$ cat config.mk
export PLATFORM = sky130hd
export DESIGN_NAME = dotEngineTop
export DESIGN_NICKNAME = d
export VERILOG_FILES = /design/src/rtl/fixPkg.sv /design/src/rtl/opPkg.sv /design/src/rtl/creditFifo.sv /design/src/rtl/opDecode.sv /design/src/rtl/fixLane.sv /design/src/rtl/fixSum.sv /design/src/rtl/vecExecute.sv /design/src/rtl/resultStage.sv /design/src/rtl/dotEngineTop.sv
export SDC_FILE = /design/constraint.sdc
export NUM_CORES = 2
export LEC_CHECK = 0
export BUFFER_PORTS_ARGS = -buffer_cell sky130_fd_sc_hd__buf_2
export CAP_MARGIN = 40
export CORE_UTILIZATION = 40
export CTS_CLUSTER_DIAMETER = 50
export DETAILED_ROUTE_END_ITERATION = 10
export PLACE_DENSITY_LB_ADDON = 0.15
export RECOVER_POWER = 100
export SLEW_MARGIN = 40
export SYNTH_ARGS = -nofsm -noshare
export SYNTH_HDL_FRONTEND = slang
export SYNTH_SLANG_ARGS = --single-unit
$ cat constraint.sdc
create_clock -name clk -period 26.6 [get_ports clk]
set_clock_uncertainty 0.2 [all_clocks]
set_input_delay 1.33 -clock clk [delete_from_list [all_inputs] [get_ports clk]]
set_output_delay 1.33 -clock clk [all_outputs]
set_load 0.1 [all_outputs]
$ cat src/rtl/fixPkg.sv
package fixPkg;

    // Signed Q8.8 element format
    localparam int INT_BITS = 8;
    localparam int FRAC_BITS = 8;
    localparam int FIX_W = INT_BITS + FRAC_BITS;

    typedef logic signed [FIX_W-1:0] fixT;

    // Full precision product of two elements
    typedef logic signed [2*FIX_W-1:0] fixWideT;

    localparam fixT FIX_ZERO = '0;

endpackage

$ cat src/rtl/opPkg.sv
package opPkg;

    // Upper bound on lanes carried in a command
    localparam int MAX_LANES = 8;

    typedef enum logic [1:0] {
        OP_SUM  = 2'd0,
        OP_DOT  = 2'd1,
        OP_RSV2 = 2'd2,
        OP_RSV3 = 2'd3
    } opT;

    typedef fixPkg::fixT [MAX_LANES-1:0] vecT;

    // Lanes at or above LANES are ignored by the datapath
    typedef struct packed {
        opT  op;
        logic relu;
        vecT vecA;
        vecT vecB;
    } cmdT;

    typedef struct packed {
        logic isDot;
        logic relu;
        logic bad;
        vecT  vecA;
        vecT  vecB;
    } uopT;

    typedef struct packed {
        fixPkg::fixT value;
        logic        err;
    } resT;

endpackage

$ cat src/rtl/creditFifo.sv
`timescale 1ns/10ps

module creditFifo #(
    parameter type payloadT = logic,
    parameter int  DEPTH = 4
) (
    input  logic    clk,
    input  logic    rst,
    input  logic    push,
    input  payloadT din,
    input  logic    pop,
    output payloadT dout,
    output logic    notEmpty
);

    localparam int PTR_W = (DEPTH > 1) ? $clog2(DEPTH) : 1;

    payloadT mem [DEPTH];
    logic [PTR_W-1:0] wrPtr;
    logic [PTR_W-1:0] rdPtr;
    logic [PTR_W:0] count;

    // Pointer advance with wrap for any depth
    function automatic logic [PTR_W-1:0] nextPtr(logic [PTR_W-1:0] p);
        return (p == PTR_W'(DEPTH - 1)) ? '0 : p + 1'b1;
    endfunction

    always_ff @(posedge clk) begin
        if (push) begin
            mem[wrPtr] <= din;
        end
    end

    always_ff @(posedge clk) begin
        if (rst) begin
            wrPtr <= '0;
            rdPtr <= '0;
            count <= '0;
        end else begin
            if (push) begin
                wrPtr <= nextPtr(wrPtr);
            end
            if (pop) begin
                rdPtr <= nextPtr(rdPtr);
            end
            if (push && !pop) begin
                count <= count + 1'b1;
            end else if (pop && !push) begin
                count <= count - 1'b1;
            end
        end
    end

    // Head word is visible without a read cycle
    assign dout = mem[rdPtr];
    assign notEmpty = (count != '0);

endmodule

$ cat src/rtl/opDecode.sv
`timescale 1ns/10ps

module opDecode #(
    parameter int RES_DEPTH = 4
) (
    input  logic       clk,
    input  logic       rst,
    input  logic       headValid,
    input  opPkg::cmdT head,
    output logic       pop,
    output logic       cmdCredit,
    output logic       uopValid,
    output opPkg::uopT uop,
    input  logic       slotFree
);
    import opPkg::*;

    localparam int CNT_W = $clog2(RES_DEPTH + 1);

    // Results issued but not yet sent downstream
    logic [CNT_W-1:0] inFlight;
    logic issue;

    assign issue = headValid && (inFlight < CNT_W'(RES_DEPTH));
    assign pop = issue;
    assign cmdCredit = issue;
    assign uopValid = issue;

    always_comb begin
        uop.isDot = (head.op == OP_DOT);
        uop.relu = head.relu;
        uop.bad = !(head.op inside {OP_SUM, OP_DOT});
        uop.vecA = head.vecA;
        uop.vecB = head.vecB;
    end

    always_ff @(posedge clk) begin
        if (rst) begin
            inFlight <= '0;
        end else if (issue && !slotFree) begin
            inFlight <= inFlight + 1'b1;
        end else if (slotFree && !issue) begin
            inFlight <= inFlight - 1'b1;
        end
    end

endmodule

$ cat src/rtl/fixLane.sv
`timescale 1ns/10ps

module fixLane (
    input  logic        isDot,
    input  fixPkg::fixT a,
    input  fixPkg::fixT b,
    output fixPkg::fixT y
);
    import fixPkg::*;

    fixWideT prod;
    fixT     scaled;
    fixT     sumAB;

    assign prod = fixWideT'(a) * fixWideT'(b);

    // Arithmetic shift drops the extra fraction bits of the product
    assign scaled = fixT'(prod >>> FRAC_BITS);

    // Wraps at the element width
    assign sumAB = a + b;

    assign y = isDot ? scaled : sumAB;

endmodule

$ cat src/rtl/fixSum.sv
`timescale 1ns/10ps

module fixSum #(
    parameter int LANES = 4,
    parameter int ADDERS_COMB = 2
) (
    input  logic                    clk,
    input  fixPkg::fixT [LANES-1:0] terms,
    output fixPkg::fixT             sum
);
    import fixPkg::*;

    localparam int LAYERS = $clog2(LANES);

    // Number of partial sums entering layer n
    function automatic int countAt(int n);
        int c;
        c = LANES;
        for (int i = 0; i < n; i++) begin
            c = (c + 1) / 2;
        end
        return c;
    endfunction

    for (genvar i = 0; i < LAYERS; i++) begin : gLayer
        localparam int N_IN = countAt(i);
        localparam int N_OUT = countAt(i + 1);

        fixT layerIn [N_IN];
        fixT layerSum [N_OUT];
        fixT layerOut [N_OUT];

        for (genvar k = 0; k < N_IN; k++) begin : gIn
            if (i == 0) begin : gTerm
                assign layerIn[k] = terms[k];
            end else begin : gPrev
                assign layerIn[k] = gLayer[i-1].layerOut[k];
            end
        end

        for (genvar k = 0; k < N_OUT; k++) begin : gNode
            if (2 * k + 1 < N_IN) begin : gAdd
                assign layerSum[k] = layerIn[2*k] + layerIn[2*k+1];
            end else begin : gPass
                // Odd element rides through this layer
                assign layerSum[k] = layerIn[2*k];
            end
        end

        // Register after every ADDERS_COMB-th adder layer
        if ((i + 1) % ADDERS_COMB == 0) begin : gReg
            always_ff @(posedge clk) begin
                layerOut <= layerSum;
            end
        end else begin : gComb
            assign layerOut = layerSum;
        end
    end

    if (LAYERS == 0) begin : gSingle
        always_ff @(posedge clk) begin
            sum <= terms[0];
        end
    end else begin : gTree
        always_ff @(posedge clk) begin
            sum <= gLayer[LAYERS-1].layerOut[0];
        end
    end

endmodule

$ cat src/rtl/vecExecute.sv
`timescale 1ns/10ps

module vecExecute #(
    parameter int LANES = 4,
    parameter int ADDERS_COMB = 2
) (
    input  logic       clk,
    input  logic       rst,
    input  logic       uopValid,
    input  opPkg::uopT uop,
    output logic       outValid,
    output opPkg::resT outRes,
    output logic       outRelu
);
    import fixPkg::*;

    // Lane register, tree registers, then the tree output register
    localparam int TREE_LAT = $clog2(LANES) / ADDERS_COMB + 1;
    localparam int LAT = TREE_LAT + 1;

    typedef struct packed {
        logic valid;
        logic relu;
        logic bad;
    } tagT;

    fixT [LANES-1:0] laneY;
    fixT [LANES-1:0] laneQ;
    fixT treeSum;
    tagT tagIn;
    tagT tagPipe [LAT];

    for (genvar k = 0; k < LANES; k++) begin : gLane
        fixLane i_lane (
            .isDot (uop.isDot),
            .a     (uop.vecA[k]),
            .b     (uop.vecB[k]),
            .y     (laneY[k])
        );
    end

    always_ff @(posedge clk) begin
        laneQ <= laneY;
    end

    fixSum #(
        .LANES       (LANES),
        .ADDERS_COMB (ADDERS_COMB)
    ) i_tree (
        .clk   (clk),
        .terms (laneQ),
        .sum   (treeSum)
    );

    assign tagIn.valid = uopValid;
    assign tagIn.relu = uop.relu;
    assign tagIn.bad = uop.bad;

    // Tag follows its data through the lane and tree registers
    always_ff @(posedge clk) begin
        if (rst) begin
            for (int k = 0; k < LAT; k++) begin
                tagPipe[k] <= '0;
            end
        end else begin
            tagPipe[0] <= tagIn;
            for (int k = 1; k < LAT; k++) begin
                tagPipe[k] <= tagPipe[k-1];
            end
        end
    end

    assign outValid = tagPipe[LAT-1].valid;
    assign outRelu = tagPipe[LAT-1].relu;
    assign outRes.value = treeSum;
    assign outRes.err = tagPipe[LAT-1].bad;

endmodule

$ cat src/rtl/resultStage.sv
`timescale 1ns/10ps

module resultStage #(
    parameter int RES_DEPTH = 4,
    parameter int RES_CREDITS = 2
) (
    input  logic       clk,
    input  logic       rst,
    input  logic       inValid,
    input  opPkg::resT inRes,
    input  logic       relu,
    output logic       resValid,
    output opPkg::resT res,
    input  logic       resCredit,
    output logic       slotFree
);
    import fixPkg::*;
    import opPkg::*;

    localparam int CRED_W = $clog2(RES_CREDITS + 1);

    resT fixedRes;
    resT headRes;
    logic headValid;
    logic send;
    logic [CRED_W-1:0] outCredits;

    // Errors and negative ReLU results leave as zero
    always_comb begin
        fixedRes = inRes;
        if (inRes.err || (relu && inRes.value[FIX_W-1])) begin
            fixedRes.value = FIX_ZERO;
        end
    end

    creditFifo #(
        .payloadT (resT),
        .DEPTH    (RES_DEPTH)
    ) i_resFifo (
        .clk      (clk),
        .rst      (rst),
        .push     (inValid),
        .din      (fixedRes),
        .pop      (send),
        .dout     (headRes),
        .notEmpty (headValid)
    );

    assign send = headValid && (outCredits != '0);
    assign resValid = send;
    assign res = headRes;
    assign slotFree = send;

    always_ff @(posedge clk) begin
        if (rst) begin
            outCredits <= CRED_W'(RES_CREDITS);
        end else if (send && !resCredit) begin
            outCredits <= outCredits - 1'b1;
        end else if (resCredit && !send) begin
            outCredits <= outCredits + 1'b1;
        end
    end

endmodule

$ cat src/rtl/dotEngineTop.sv
`timescale 1ns/10ps

module dotEngineTop #(
    parameter int LANES = 4,
    parameter int ADDERS_COMB = 2,
    parameter int CMD_DEPTH = 4,
    parameter int RES_DEPTH = 4,
    parameter int RES_CREDITS = 2
) (
    input  logic       clk,
    input  logic       rst,
    input  logic       cmdValid,
    input  opPkg::cmdT cmd,
    output logic       cmdCredit,
    output logic       resValid,
    output opPkg::resT res,
    input  logic       resCredit
);
    import opPkg::*;

    cmdT  headCmd;
    logic headValid;
    logic popCmd;
    logic uopValid;
    uopT  uop;
    logic execValid;
    resT  execRes;
    logic execRelu;
    logic slotFree;

    if (LANES > MAX_LANES) begin : gLanesCheck
        $error("LANES exceeds the vector field width");
    end

    creditFifo #(
        .payloadT (cmdT),
        .DEPTH    (CMD_DEPTH)
    ) i_cmdFifo (
        .clk      (clk),
        .rst      (rst),
        .push     (cmdValid),
        .din      (cmd),
        .pop      (popCmd),
        .dout     (headCmd),
        .notEmpty (headValid)
    );

    opDecode #(
        .RES_DEPTH (RES_DEPTH)
    ) i_decode (
        .clk       (clk),
        .rst       (rst),
        .headValid (headValid),
        .head      (headCmd),
        .pop       (popCmd),
        .cmdCredit (cmdCredit),
        .uopValid  (uopValid),
        .uop       (uop),
        .slotFree  (slotFree)
    );

    vecExecute #(
        .LANES       (LANES),
        .ADDERS_COMB (ADDERS_COMB)
    ) i_exec (
        .clk      (clk),
        .rst      (rst),
        .uopValid (uopValid),
        .uop      (uop),
        .outValid (execValid),
        .outRes   (execRes),
        .outRelu  (execRelu)
    );

    resultStage #(
        .RES_DEPTH   (RES_DEPTH),
        .RES_CREDITS (RES_CREDITS)
    ) i_result (
        .clk       (clk),
        .rst       (rst),
        .inValid   (execValid),
        .inRes     (execRes),
        .relu      (execRelu),
        .resValid  (resValid),
        .res       (res),
        .resCredit (resCredit),
        .slotFree  (slotFree)
    );

endmodule

After elaboration in Yosys (flattened, before gate mapping). Memories as Yosys holds them, arrays and structs flattened. A register that Yosys moved wholly into a read port is not among the register bits. Index checks and enable logic that the tools add are counted.

Flip-flop bits (word level): 115. Memory bits (read-only): 0. Word-level logic and storage cells: 107. Latch bits: 0. Input port bits: 263. Output and inout bits: 19. Memory bits (writable): 1113. Memories: 3.

Mux-type cells: 31. Shifts and indexed selects: 0. Bitwise logic cells: 3. Order comparisons: 1. Divide/modulo/power cells: 0. Reduce and logical (&&, ||, !) cells: 27. Add/sub/neg operators: 19. Eq/ne operators: 5. Multiply operators: 4.

Memory list: i_cmdFifo.mem (depth 4, width 259, read ports 1, clocked after Yosys merged registers in 1, wr ports 1, RTL line creditFifo.sv:18) `payloadT mem [DEPTH];`; i_result.i_resFifo.mem (depth 4, width 17, read ports 1, clocked after Yosys merged registers in 1, wr ports 1, RTL line creditFifo.sv:18); i_exec.tagPipe (depth 3, width 3, read ports 3, clocked after Yosys merged registers in 0, wr ports 3, RTL line vecExecute.sv:31) `tagT tagPipe [LAT];`.

Operators with widths (number): $add A16 B16 Y16 (7); $mul A16 B16 Y24 (4); $mux W16 (5); $mux W3 (9); $mux W2 (10); $reduce_bool A2 Y1 (6); $logic_and A1 B1 Y1 (11); $add A2 B1 Y2 const B (5); $add A3 B1 Y3 const B (3); $sub A3 B1 Y3 const B (3); $eq A2 B2 Y1 const B (4); $mux W1 (7); $logic_not A1 Y1 (6); $reduce_bool A3 Y1 (2); $lt A3 B3 Y1 const B (1); $or A1 B1 Y1 (3); $eq A2 B1 Y1 const B (1); $logic_not A2 Y1 (1); $sub A2 B1 Y2 const B (1); $logic_or A1 B1 Y1 (1).

Logic depth before layout (Yosys ltp).
Word-level depth: 6. Gate-level depth with buffers: 37. Mapped depth without buffers: 28.

Hierarchy. Synthesis repeated with hierarchy kept, for this count alone.

Cell total of the unflattened synthesis: 5938. Area, all modules: 79517.5 um2.

Modules (own cells, without submodules): creditFifo (i_cmdFifo) (times used 1, sequential area each 31290.0 um2, cells each 1396, area an instance 37816.3 um2); fixLane (i_exec.gLane[0].i_lane ...) (times used 2, sequential area each 0.0 um2, cells each 945, area an instance 8147.8 um2); fixLane (i_exec.gLane[2].i_lane) (times used 1, sequential area each 0.0 um2, cells each 953, area an instance 8206.6 um2); fixLane (i_exec.gLane[3].i_lane) (times used 1, sequential area each 0.0 um2, cells each 946, area an instance 8180.3 um2); creditFifo (i_result.i_resFifo) (times used 1, sequential area each 2222.1 um2, cells each 132, area an instance 2926.6 um2); fixSum (times used 1, sequential area each 640.6 um2, cells each 231, area an instance 2233.4 um2); opDecode (times used 1, sequential area each 60.1 um2, cells each 277, area an instance 2112.0 um2); vecExecute (times used 1, sequential area each 1461.4 um2, cells each 83, area an instance 1525.2 um2); resultStage (times used 1, sequential area each 40.0 um2, cells each 30, area an instance 221.5 um2).

Worst setup path after synthesis. Ideal clock, no wire load.

Path kind: register to register. From: register (tool-made name). To: register i_exec.laneQ[15] (netlist name). Setup time: 0.074 ns. Required time: 26.326 ns. Path buffers: 8. Cell stages (with the launch flop): 34. Period minus slack after synthesis: 8.509 ns. Slack: 18.091 ns. Data arrival time: 8.234 ns. Path through: dfxtp_1 buf_6 buf_12 buf_4 buf_4 buf_4 buf_4 buf_2 mux2_2 o21ai_0 clkbuf_1 inv_1 ha_1 fa_1 inv_1 fa_1 fa_1 fa_1 inv_1 fa_1 inv_1 fa_1 inv_1 ha_1 a21o_1 a21o_1 a21o_1 a21o_1 a21oi_1 o211a_2 nor3_1 a2111oi_0 o211ai_1 a31oi_2.

RTL lines: to (signal assigned) (RTL line vecExecute.sv:43) `laneQ <= laneY;`; to (decl) (RTL line vecExecute.sv:28) `fixT [LANES-1:0] laneQ;`.

==> results.py <==
metrics = {
    "logic_synthesis": {
        "synth_mux_area_frac": 0.0587,
        "synthesis.area_sq_um": 58600,
        "synth_xor_area_frac": 0.0314,
        "synth_area_per_cell_sq_um": 11.3,
        "synth-compound-area-share": 0.0385,
        "synth-edff-count": 592,
        "synthArstFlopShare": 0,
        "synthSimpleGateAreaFrac": 0.0940,
        "synth_fa_ha_area_frac": 0.345,
        "yosys_most_used_dff": "edfxtp_1",
        "synth_seq_area_share": 0.347,
        "yosysWarnings": 0,
        "synth_top_area_share": 0.303,
        "syn_nets": 6603,
        "synth_top_area_cell": "edfxtp_1",
        "synth_top_family_by_area": "adder cells",
        "synthCells": 5190,
        "yosys_register_bits": 720,
        "synth_cell_types": 76,
        "synth_area_leaders": "edfxtp_1 (30%), fa_1 (27%), ha_1 (7.9%)",
    },
    "setup_path": {
        "crit_type": "reg -> reg",
        "rrSetupSlack_ps": 10380,
        "slowest_stage": "clkbuf_1",
        "endpoint": "i_exec.laneQ[31]",
        "path_common_cell": "fa_1",
        "crit_fanout": 49,
        "critical_path.endpoint_type": "flip-flop",
        "crit_required_ps": 26940,
        "cpPeakStageDelay_ps": 2370,
        "critPathLaunchType": "flip-flop",
        "reg2regPathDepth": 29,
        "r2r-end": "i_exec.laneQ[31]",
        "cp.arrival_ps": 16570,
    },
    "cts": {
        "ctsRootBufferMaster": "clkbuf_16",
        "postCtsHoldBufs": 0,
        "cts_made_buffers": 90,
        "clockBufferDepth": 3,
        "clock_latency_ps": 730,
        "cts_tree": "yes",
        "h-tree-depth": 3,
        "cts_resized": 0,
        "clkTransAtPathRegs_ps": 60,
        "cts.sinks": 720,
        "cts_setup_buffers": 0,
    },
    "sta": {
        "finalHoldViolations": 0,
        "relSlewSlack": -1.43,
        "fin_crit_ps": 16220,
        "max_freq_mhz": 61.6,
        "maxSlewViolCount": 665,
        "min_period_over_period": 0.610,
        "setup_tns_ps": 0,
        "setup_violations": 0,
        "worst_pin_slew_ps": 3650,
        "rsz0062_at_grt": "false",
    },
    "cells_and_area": {
        "num-nets-final": 6756,
        "regArea_sq_um": 20300,
        "final_cell_mix": "inv_1 (1115), fa_1 (781), edfxtp_1 (592)",
        "drive_gt1_frac": 0.0692,
        "multi_input_area_sq_um": 33300,
        "final_common_cell": "inv_1",
        "area_growth_pct": 9.73,
        "fillCellCount": 13848,
    },
    "die": {
        "die_area_sq_um": 148000,
        "std_cell_rows": 140,
        "pin_count": 282,
        "design.core.area_sq_um": 146000,
        "die_x_um": 385,
        "die_y_um": 385,
        "initial_core_util": 0.403,
    },
    "placement": {
        "port_buffers": 153,
        "dp_hpwl_mm": 111,
        "gp_congestion": 0.870,
    },
    "grt": {
        "antenna_found_initial": 24,
        "grt_pass1_wl_mm": 229,
        "grt_pass1_vias": 38651,
        "grt.total_usage": 0.206,
        "grt_max_degree": 80,
        "overflow": 0,
    },
    "status": {
        "outcome": "complete, but fails checks",
        "violations": "max-capacitance violations, max-slew violations",
    },
    "drt": {
        "dr.pass1.iters": 5,
        "ant_nets": 0,
        "wl_mm": 147,
        "dr_total_vias": 36219,
        "drcViolationCount": 0,
        "viasPerCell": 4.93,
        "drt-initial-drc-count": 1985,
        "wl_per_cell_um": 20.0,
    },
    "hold_path": {
        "hold_path.class": "reg -> reg",
    },
    "run": {
        "drv_cap": 18,
    },
}
synthesized netlist by cell type, types with 71 or more instances:
master,n
inv_1,1114
fa_1,781
edfxtp_1,592
nand2_1,514
nor2_1,371
ha_1,369
and2_1,180
xnor2_1,139
dfxtp_1,128
a21oi_1,98
mux4_2,91
clkbuf_1,78
o21ai_0,78
mux2i_1,75
xor2_1,71
through the flow:
step | utilization | instance area (sq um) | hold WS (ps) | cells | worst slack [ps]
final | 0.442 | 64400 | 126 | 7340 | 10380
after global routing | 0.442 | 64400 | 135 | 7338 | 9360
after detailed placement | 0.423 | 61600 | 112 | 7166 | 16150
after floorplan | - | 58600 | 110 | 5190 | 18090
after CTS | 0.444 | 64700 | 126 | 7333 | 16110
after global placement | 0.423 | 61600 | 114 | 7165 | 16150
worst min-delay path by stage:
stage | startpoint | slack, ps | depth (start not counted) | endpoint
floorplan | i_exec.i_tree.gLayer[1].layerOut[0] | 110 | 0 | i_exec.i_tree.sum[0]
global placement | i_exec.i_tree.gLayer[1].layerOut[1] | 110 | 0 | i_exec.i_tree.sum[1]
detailed placement | i_exec.i_tree.gLayer[1].layerOut[1] | 110 | 0 | i_exec.i_tree.sum[1]
CTS | i_exec.i_tree.gLayer[1].layerOut[1] | 130 | 0 | i_exec.i_tree.sum[1]
global route | i_exec.i_tree.gLayer[1].layerOut[1] | 140 | 0 | i_exec.i_tree.sum[1]
finish | i_exec.i_tree.gLayer[1].layerOut[1] | 130 | 0 | i_exec.i_tree.sum[1]
registers in the layout, indices dropped and copies added (netlist names), named ones only:
signal	cells
i_cmdFifo.count	3
i_exec.tagPipe	9
i_exec.i_tree.sum	16
i_result.i_resFifo.wrPtr	2
i_result.i_resFifo.count	3
i_exec.laneQ	64
i_exec.i_tree.gLayer.layerOut	16
i_cmdFifo.mem	524
i_cmdFifo.wrPtr	2
i_decode.inFlight	3
i_result.outCredits	2
i_result.i_resFifo.mem	68
i_cmdFifo.rdPtr	2
i_result.i_resFifo.rdPtr	2
routing by layer:
metal / track usage / share of wire / up-vias
li1: - / - / 16700
met1: 0.284 / 0.45 / 18488
met2: 0.327 / 0.46 / 794
met3: 0.0441 / 0.059 / 211
met4: 0.0553 / 0.026 / 26
met5: 0 / 0.0012 / -
logic make-up (layout without fill, tap and decap cells):
logic type	after synthesis	in the layout
compound gates	355	355
simple gates	1242	1242
xor+xnor	210	210
buf+inv	1291	1519
fa+ha+maj	1150	1150
flops	720	720
other cells	0	5
mux	222	222
final cells by class:
cell class                      instances  area share
Clock inverter                         48     0.00813
Timing Repair Buffer                  219      0.0158
Tap cell                             1917      0.0373
Inverter                             1133      0.0661
Clock buffer                          119      0.0396
Antenna cell                            5    0.000194
Multi-Input combinational cell       3179       0.517
Sequential cell                       720       0.316
worst max-delay path, delay by kind of cell, from the launching register on:
family | cells | cell delay [ps]
muxes | 2 | 900
DFF | 1 | 1580
AOI/OAI and AO/OA | 6 | 1830
adders and majority gates | 7 | 3050
and+or+nand+nor | 4 | 690
buffers and inverters | 9 | 7590
xor gates and xnor gates | 1 | 100
Power is left out: the tool's default activity adds up to more than one toggle a clock period on the data nets, which glitch-free logic cannot reach.
